[src/design/tmr_pkg.sv]
// Widths, AXI channel payloads, response vote groups and the fault record
`default_nettype none

package tmr_pkg;

    // Redundancy and bus geometry
    localparam int tmr_copies    = 3;
    localparam int addr_w        = 32;
    localparam int data_w        = 32;
    localparam int id_w          = 4;
    localparam int strb_w        = data_w / 8;
    localparam int fault_index_w = 6;

    // Address channel payload, valid travels separately
    typedef struct packed {
        logic [id_w-1:0]   id;
        logic [addr_w-1:0] addr;
        logic [7:0]        len;
        logic [2:0]        size;
        logic [1:0]        burst;
        logic [2:0]        prot;
    } axi_aw_t;

    // Read address uses the same field set as write address
    typedef axi_aw_t axi_ar_t;

    typedef struct packed {
        logic [data_w-1:0] data;
        logic [strb_w-1:0] strb;
        logic              last;
    } axi_w_t;

    // Manager side response payloads
    typedef struct packed {
        logic [id_w-1:0] id;
        logic [1:0]      resp;
    } axi_b_t;

    typedef struct packed {
        logic [id_w-1:0]   id;
        logic [data_w-1:0] data;
        logic [1:0]        resp;
        logic              last;
    } axi_r_t;

    // Vote groups, one per response path returned by each copy
    typedef struct packed {
        logic awready;
        logic wready;
        logic arready;
    } tmr_ready_vote_t;

    typedef struct packed {
        logic            bvalid;
        logic [id_w-1:0] bid;
        logic [1:0]      bresp;
    } tmr_b_vote_t;

    typedef struct packed {
        logic              rvalid;
        logic [id_w-1:0]   rid;
        logic [data_w-1:0] rdata;
        logic [1:0]        rresp;
        logic              rlast;
    } tmr_r_vote_t;

    typedef enum logic [1:0] {
        group_none  = 2'd0,
        group_ready = 2'd1,
        group_b     = 2'd2,
        group_r     = 2'd3
    } tmr_group_e;

    // Bit n of dissent set means copy n was outvoted
    typedef struct packed {
        tmr_group_e               group;
        logic [fault_index_w-1:0] bit_index;
        logic [tmr_copies-1:0]    dissent;
    } tmr_fault_t;

endpackage

`default_nettype wire

[src/design/tmr_axi_voter.sv]
// AXI4 TMR voter top level with request fan-out, response voting and fault record
`default_nettype none

module tmr_axi_voter (
    input  logic                                                   clk,
    input  logic                                                   rst,

    // Manager side requests
    input  tmr_pkg::axi_aw_t                                       s_aw,
    input  logic                                                   s_awvalid,
    output logic                                                   s_awready,
    input  tmr_pkg::axi_w_t                                        s_w,
    input  logic                                                   s_wvalid,
    output logic                                                   s_wready,
    input  tmr_pkg::axi_ar_t                                       s_ar,
    input  logic                                                   s_arvalid,
    output logic                                                   s_arready,

    // Manager side responses
    output tmr_pkg::axi_b_t                                        s_b,
    output logic                                                   s_bvalid,
    input  logic                                                   s_bready,
    output tmr_pkg::axi_r_t                                        s_r,
    output logic                                                   s_rvalid,
    input  logic                                                   s_rready,

    // Shared outputs to all three copies
    output tmr_pkg::axi_aw_t                                       m_aw,
    output logic                                                   m_awvalid,
    output tmr_pkg::axi_w_t                                        m_w,
    output logic                                                   m_wvalid,
    output tmr_pkg::axi_ar_t                                       m_ar,
    output logic                                                   m_arvalid,
    output logic                                                   m_bready,
    output logic                                                   m_rready,

    // Per-copy responses
    input  tmr_pkg::tmr_ready_vote_t [tmr_pkg::tmr_copies-1:0]     m_ready,
    input  tmr_pkg::tmr_b_vote_t     [tmr_pkg::tmr_copies-1:0]     m_b,
    input  tmr_pkg::tmr_r_vote_t     [tmr_pkg::tmr_copies-1:0]     m_r,

    output tmr_pkg::tmr_fault_t                                    fault
);

    import tmr_pkg::*;

    tmr_ready_vote_t            ready_voted;
    tmr_b_vote_t                b_voted;
    tmr_r_vote_t                r_voted;

    logic                       ready_fault;
    logic                       b_fault;
    logic                       r_fault;
    logic [fault_index_w-1:0]   ready_index;
    logic [fault_index_w-1:0]   b_index;
    logic [fault_index_w-1:0]   r_index;
    logic [tmr_copies-1:0]      ready_dissent;
    logic [tmr_copies-1:0]      b_dissent;
    logic [tmr_copies-1:0]      r_dissent;

    // Requests reach every copy unchanged
    assign m_aw      = s_aw;
    assign m_awvalid = s_awvalid;
    assign m_w       = s_w;
    assign m_wvalid  = s_wvalid;
    assign m_ar      = s_ar;
    assign m_arvalid = s_arvalid;
    assign m_bready  = s_bready;
    assign m_rready  = s_rready;

    tmr_channel_voter #(
        .payload_t (tmr_ready_vote_t)
    ) ready_voter_i (
        .copies    (m_ready),
        .voted     (ready_voted),
        .fault     (ready_fault),
        .bit_index (ready_index),
        .dissent   (ready_dissent)
    );

    tmr_channel_voter #(
        .payload_t (tmr_b_vote_t)
    ) b_voter_i (
        .copies    (m_b),
        .voted     (b_voted),
        .fault     (b_fault),
        .bit_index (b_index),
        .dissent   (b_dissent)
    );

    tmr_channel_voter #(
        .payload_t (tmr_r_vote_t)
    ) r_voter_i (
        .copies    (m_r),
        .voted     (r_voted),
        .fault     (r_fault),
        .bit_index (r_index),
        .dissent   (r_dissent)
    );

    // Voted groups back onto the manager ports
    assign s_awready = ready_voted.awready;
    assign s_wready  = ready_voted.wready;
    assign s_arready = ready_voted.arready;

    assign s_bvalid = b_voted.bvalid;
    assign s_b      = '{id: b_voted.bid, resp: b_voted.bresp};

    assign s_rvalid = r_voted.rvalid;
    assign s_r      = '{id:   r_voted.rid,
                        data: r_voted.rdata,
                        resp: r_voted.rresp,
                        last: r_voted.rlast};

    tmr_fault_recorder recorder_i (
        .clk           (clk),
        .rst           (rst),
        .ready_fault   (ready_fault),
        .b_fault       (b_fault),
        .r_fault       (r_fault),
        .ready_index   (ready_index),
        .b_index       (b_index),
        .r_index       (r_index),
        .ready_dissent (ready_dissent),
        .b_dissent     (b_dissent),
        .r_dissent     (r_dissent),
        .fault         (fault)
    );

endmodule

`default_nettype wire

[src/design/tmr_channel_voter.sv]
// Bitwise majority voter over three copies of one payload type
`default_nettype none

module tmr_channel_voter #(
    parameter type payload_t = logic
) (
    input  payload_t [tmr_pkg::tmr_copies-1:0] copies,
    output payload_t                           voted,
    output logic                               fault,
    output logic [tmr_pkg::fault_index_w-1:0]  bit_index,
    output logic [tmr_pkg::tmr_copies-1:0]     dissent
);

    import tmr_pkg::*;

    // Flat view of the copies so the vote works on plain vectors
    logic [tmr_copies-1:0][$bits(payload_t)-1:0] flat;
    logic [$bits(payload_t)-1:0]                 majority;
    logic [$bits(payload_t)-1:0]                 differ;

    assign flat = copies;

    // Two out of three per bit
    assign majority = (flat[0] & flat[1])
                    | (flat[0] & flat[2])
                    | (flat[1] & flat[2]);

    // A bit disagrees when any copy differs from copy 0
    assign differ = (flat[0] ^ flat[1]) | (flat[0] ^ flat[2]);

    assign voted = payload_t'(majority);
    assign fault = |differ;

    // Lowest disagreeing bit wins, scan from the top so bit 0 lands last
    always_comb begin
        bit_index = '0;
        for (int i = $bits(payload_t) - 1; i >= 0; i--) begin
            if (differ[i]) begin
                bit_index = fault_index_w'(i);
            end
        end
    end

    // A copy is outvoted if it leaves the majority on any bit
    always_comb begin
        dissent = '0;
        for (int n = 0; n < tmr_copies; n++) begin
            dissent[n] = |(flat[n] ^ majority);
        end
    end

endmodule

`default_nettype wire

[src/design/tmr_fault_recorder.sv]
// Group fault prioritizer and sticky first-fault record
`default_nettype none

module tmr_fault_recorder (
    input  logic                              clk,
    input  logic                              rst,
    input  logic                              ready_fault,
    input  logic                              b_fault,
    input  logic                              r_fault,
    input  logic [tmr_pkg::fault_index_w-1:0] ready_index,
    input  logic [tmr_pkg::fault_index_w-1:0] b_index,
    input  logic [tmr_pkg::fault_index_w-1:0] r_index,
    input  logic [tmr_pkg::tmr_copies-1:0]    ready_dissent,
    input  logic [tmr_pkg::tmr_copies-1:0]    b_dissent,
    input  logic [tmr_pkg::tmr_copies-1:0]    r_dissent,
    output tmr_pkg::tmr_fault_t               fault
);

    import tmr_pkg::*;

    tmr_fault_t fault_next;
    logic       record_open;

    // Ready group first, then B, then R
    always_comb begin
        fault_next = '0;
        if (ready_fault) begin
            fault_next.group     = group_ready;
            fault_next.bit_index = ready_index;
            fault_next.dissent   = ready_dissent;
        end else if (b_fault) begin
            fault_next.group     = group_b;
            fault_next.bit_index = b_index;
            fault_next.dissent   = b_dissent;
        end else if (r_fault) begin
            fault_next.group     = group_r;
            fault_next.bit_index = r_index;
            fault_next.dissent   = r_dissent;
        end
    end

    // Only an empty record accepts a new fault
    assign record_open = (fault.group == group_none);

    always_ff @(posedge clk or negedge rst) begin
        if (!rst) begin
            fault <= '0;
        end else if (record_open) begin
            // Loads zero again when nothing disagrees
            fault <= fault_next;
        end
    end

endmodule

`default_nettype wire

[config.mk]
export PLATFORM = sky130hd
export DESIGN_NAME = tmr_axi_voter
export DESIGN_NICKNAME = d
export VERILOG_FILES = /design/src/design/tmr_pkg.sv /design/src/design/tmr_axi_voter.sv /design/src/design/tmr_channel_voter.sv /design/src/design/tmr_fault_recorder.sv
export SDC_FILE = /design/constraint.sdc
export NUM_CORES = 1
export LEC_CHECK = 0
export ABC_AREA = 1
export BUFFER_PORTS_ARGS = -buffer_cell sky130_fd_sc_hd__buf_2
export CAP_MARGIN = 5
export CORE_AREA = 2 2 194 196
export DETAILED_ROUTE_END_ITERATION = 10
export DIE_AREA = 0 0 196 198
export PLACE_DENSITY = 0.48
export SLEW_MARGIN = 10
export SYNTH_ARGS = -nofsm -noshare
export SYNTH_HDL_FRONTEND = slang
export SYNTH_HIERARCHICAL = 1
export SYNTH_SLANG_ARGS = --single-unit
[constraint.sdc]
create_clock -name clk -period 1.1 [get_ports clk]
set_input_delay 0.165 -clock clk [delete_from_list [all_inputs] [get_ports clk]]
set_output_delay 0.165 -clock clk [all_outputs]
set_load 0.005 [all_outputs]
# Yosys cells after proc, flatten, opt, wreduce, memory -nomap -nowiden

Index checks and enable logic that the tools add are counted.

Input bits: 298
Bits in writable memories: 0
Memory bits (read-only): 0
Output and inout port bits: 207
Register bits: 11
Bits in latches: 0
Memories: 0

Bitwise gates (word level): 33
Add/sub/neg operators: 0
Muxes and demuxes: 53
Order comparisons: 0
Equality and inequality tests: 0
Reduce and logical (&&, ||, !) cells: 13
Multiply operators: 0
Shift operators: 0
Divide/modulo/power cells: 0

Operator list:

| cell                | number |
|---|---|
| 2-to-1 mux 6 bit    | 40 |
| bitwise XOR 40 bit  | 5 |
| OR reduction 40 bit | 4 |
| bitwise AND 40 bit  | 3 |
| OR 40 bit           | 3 |
| bitwise XOR 7 bit   | 5 |
| 2-to-1 mux 11 bit   | 3 |
| OR reduction 7 bit  | 4 |
| bitwise AND 7 bit   | 3 |
| 2-to-1 mux 3 bit    | 7 |
| OR 7 bit            | 3 |
| bitwise XOR 3 bit   | 5 |
| OR reduction 3 bit  | 4 |
| bitwise AND 3 bit   | 3 |
| OR 3 bit            | 3 |
| 2-to-1 mux 2 bit    | 3 |
| zero test 2 bit     | 1 |

# Longest topological paths before layout

Word-level depth: 45
Depth in mapped cells: 45

# Hierarchy

The synthesis kept the hierarchy.

By module, submodules not included:

| module                             | cells an instance | times used | area an instance (µm²) |
|---|---|---|---|
| tmr_channel_voter at r_voter_i     | 632               | 1          | 3764.9 |
| tmr_axi_voter                      | 146               | 1          | 1096.1 |
| tmr_channel_voter at b_voter_i     | 153               | 1          | 818.3 |
| tmr_fault_recorder                 | 96                | 1          | 643.1 |
| tmr_channel_voter at ready_voter_i | 64                | 1          | 340.3 |

# Worst setup path before layout

OpenSTA, ideal clock, no wires.

Kind: input to register
Start: input port m_r[36] (netlist name)
End: register, netlist name recorder_i/fault[3]
Setup slack: -1.443 ns
Library setup time: 0.065 ns
Required time: 1.035 ns
Data arrival time: 2.478 ns
Stages: 42
Cell sequence: ha_1 -> nor2_8 -> nand2_1 -> nand2_1 -> nand2_1 -> nand2_1 -> nand2_1 -> nand2_1 -> nand2_1 -> nand2_1 -> nand2_1 -> nand2_1 -> nand2_1 -> nand2_1 -> nand2_1 -> nand2_1 -> nand2_1 -> nand2_1 -> [6 not listed] -> nand2_1 -> nand2_1 -> nand2_1 -> nand2_1 -> nand2_1 -> nand2_1 -> nand2_1 -> nand2_1 -> nand2_1 -> nand2_1 -> nand2_1 -> nand2_1 -> nand2_1 -> a21oi_2 -> nand3_1 -> nand2_1 -> nand2_1 -> nand2_1

Cells in the longest elaborated chain, start to end: 42
Elaborated cells between the ends (all ways): 44
Classes of those cells: 40 x mux; 3 x bitwise; 1 x reduce/logical

RTL lines:

| item                                | line                     | RTL |
|---|---|---|
| from (decl)                         | tmr_axi_voter.sv:40      | `input tmr_pkg::tmr_r_vote_t [tmr_pkg::tmr_copies-1:0] m_r,` |
| bitwise XOR 40 bit                  | tmr_channel_voter.sv:29  | `assign differ = (flat[0] ^ flat[1]) \| (flat[0] ^ flat[2]);` |
| OR 40 bit (*)                       | tmr_channel_voter.sv:29  |  |
| 2-to-1 mux 6 bit (*) (37 in series) | tmr_channel_voter.sv:38  | `if (differ[i]) begin` |
| named net r_index[0]                | tmr_axi_voter.sv:56      | `logic [fault_index_w-1:0] r_index;` |
| 2-to-1 mux 11 bit (*)               | tmr_fault_recorder.sv:35 | `end else if (r_fault) begin` |
| 2-to-1 mux 11 bit (*)               | tmr_fault_recorder.sv:31 | `end else if (b_fault) begin` |
| 2-to-1 mux 11 bit (*)               | tmr_fault_recorder.sv:27 | `if (ready_fault) begin` |

Mark *: on every way through the listed nets, which the timed path passes. The rest lies on a longest branch.
A chain may end at the register's enable or synchronous reset.

# Final worst setup path

Start: input port m_r[118] (netlist name)
End: register, netlist name recorder_i/fault[3]

Cells in the longest elaborated chain, start to end: 44
Elaborated cells between the ends (all ways): 45
Classes of those cells: 42 x mux; 2 x bitwise; 1 x reduce/logical

RTL lines:

| item                            | line |
|---|---|
| bitwise XOR 40 bit              | tmr_channel_voter.sv:29 |
| OR 40 bit                       | tmr_channel_voter.sv:29 |
| 2-to-1 mux 6 bit (39 in series) | tmr_channel_voter.sv:38 |
| named net r_index[0]            | tmr_axi_voter.sv:56 |
| 2-to-1 mux 11 bit               | tmr_fault_recorder.sv:35 |
| 2-to-1 mux 11 bit               | tmr_fault_recorder.sv:31 |
| 2-to-1 mux 11 bit               | tmr_fault_recorder.sv:27 |

The timed path passes the listed nets, and every way through them passes these cells.

==> results.ini <==
[status]
status = finished, violations left
failed_checks = setup timing

[synthesis]
synth.area.top_cells = ha_1 19%, buf_4 17%, nand2_1 16%
postSynthAreaPerCell_um2 = 6.11
synth_top_cell_by_area = ha_1
ys_ff_latch = 11
synth_common_cells = 284 x nand2_1, 153 x buf_4, 137 x nor2_1
synth_xor_area_share_pct = 7.89
synth_simple_gate_area_share_pct = 36.2
synth_compound_area_share_pct = 7.87
synth_top_area_share_pct = 18.8
synth_edf_count = 0
synthAdderAreaFrac_pct = 18.8
syn_area_um2 = 6660
synth.most_common_cell = nand2_1
async_flop_share_pct = 100
ys.flop_type = dfrtp_1
postSynthCellCount = 1091
ys_warn_count = 6
synth_seq_area_share_pct = 4.13
synth_mux_area_share_pct = 0
ys_types = 36
synth_top_family_by_area = simple AND/OR/NAND/NOR gates

[floorplanning]
coreArea_um2 = 37000
io_pins = 505
dieHeight_um = 198
rows = 71
die_x_um = 196
start_util_pct = 18.0
dieArea_um2 = 38800

[final_layout]
top_register = recorder_i/fault
utilization_pct = 35.0
fin_area_um2 = 12900
drive_gt1_share_pct = 56.1
fin_cells = 1982
nets = 1904
area.growth.synth_to_final_pct = 94.1
largest_reg_flops = 11
largestRegisters = recorder_i/fault (11)

[drt]
finalWirelength_mm = 33.3
drc = 0
viasPerCell = 4.15
num_vias = 8230
detail-route-antenna-nets = 0
wl_per_cell_um = 16.8
dr.pass1.iters = 4
drt-initial-drc-count = 213

[setup_path]
slowest_stage = ha_4
regToRegStartpoint = recorder_i/fault[9]
crit_arrival_ps = 2850
cpMostUsedCell = nand2_1
cp_data_required_time_ps = 1280
worstSetupEndpointType = flip-flop
path_buf_inv = 1
setup.worst_path.class = in2reg
cp_slowest_stage_delay_ps = 210
cp-start-kind = input port
cp-startpoint = m_r[118]
critPathMaxFanout = 2
critPathTopFamily = simple AND/OR/NAND/NOR gates

[clock_tree]
root_buffer = clkbuf_16
cts_tree = done
clock_path_buffers = 2
cts.sinks = 11
clk_latency_ps = 240
clk_pin_slew_ps = 40
cts_max_level = 1
cts_made_buffers = 3

[flow_run]
maxCapViolations = 0

[timing]
fmax_mhz = 374
hold_viol = 0
fin_crit_ps = 2680
finalMaxSlewViolations = 0
rsz0062_at_grt = true
clock_skew_ps = 0.378
setup_viol = 20
fin_ws_ps = -1580
tns_ps = -9540
finalCritPeriodShare_pct = 243
holdWs_ps = 330

[power]
power.leakage_nw = 6.10
internal-power_mw = 3.95
comb_power_share_pct = 84.1
total_power_mw = 6.70
p_per_area_nw_per_um2 = 518
clkPwrFrac_pct = 9.9
sw_frac_of_total_pct = 41.0
p_seq_share_pct = 6.1
ir_drop_mv = 0.262
switchingPower_mw = 2.75

[place]
placed_area_um2 = 10100
placed_cells = 1934
dp_slack_ps = -1910
globalplace.congestion = 0.848
numPortBuffers = 212
post-dp-hpwl_mm = 29.0

[global_routing]
grt_pass1_vias = 8562
track_usage_pct = 16.3
overflow = 0
grt_max_degree = 19
antenna_found_initial = 4
grt_pass1_wl_mm = 48.0

[min_path]
hp-class = in2out
worstHoldStart = s_ar[11]

path summary, 6_finish.rpt:
path	endpoint	slack, ps	depth (start not counted)
worst min-delay path	m_ar[11]	330	0
worst max-delay path	recorder_i/fault[3]	-1580	45
min in group asynchronous	recorder_i/fault[6]	340	2
worst max register to register	recorder_i/fault[3]	130	5
worst min register to register	recorder_i/fault[0]	480	2
max in group asynchronous	recorder_i/fault[3]	550	2
placed cells by master (no fill, tap or decap), drive strengths merged, types with 5 or more instances in the layout:
cell type    n
buf        561
nand2      291
nor2       155
inv        131
ha         100
xor2        55
nand3       50
o21ai       44
nor4        17
o2111ai     14
nand4       12
a21oi       12
dfrtp       11
nor3         9
conb         7
o22ai        7
nand3b       5
xnor2        5
routing by layer:
layer,vias to the layer above,share of wire [%],GRT usage [%]
met3,93,8.0,4.46
met1,3700,36,16.7
met2,243,52,31.3
li1,4192,-,-
met5,-,0.027,0
met4,2,4.6,6.54
power groups by stage:
stage	clock network (mW)	registers [mW]	logic, mW
after floorplan	0	0.412	2.27
after detailed placement	0	0.412	4.22
after global routing	0.699	0.406	6.15
after global placement	0	0.412	4.17
final	0.661	0.406	5.63
after CTS	0.674	0.406	5.16
layout make-up:
cell class | instances | area, um^2
antenna | 3 | 7.51
fill | 3895 | 24000
tap | 474 | 593
inverter | 131 | 492
multi-input combinational | 797 | 6770
timing repair buffer | 562 | 4720
clock buffer | 4 | 78.8
sequential | 11 | 275
kinds of logic (layout without fill, tap and decap cells):
kind of cell    count (synthesis)  count (layout)
xor+xnor                       60              60
buf+inv                       288             697
other cells                     2              10
flops                          11              11
fa+ha+maj                     100             100
compound gates                 87              87
simple gates                  543             543
timing repair:
action	in CTS	in global routing
resized for setup	372	205
hold endpoints to repair	11	0
hold buffers	1	0
pin swaps	111	90
buffers inserted	39	22
endpoints found under the setup margin	56	45
No activity file was read; power rests on OpenSTA's default activity.
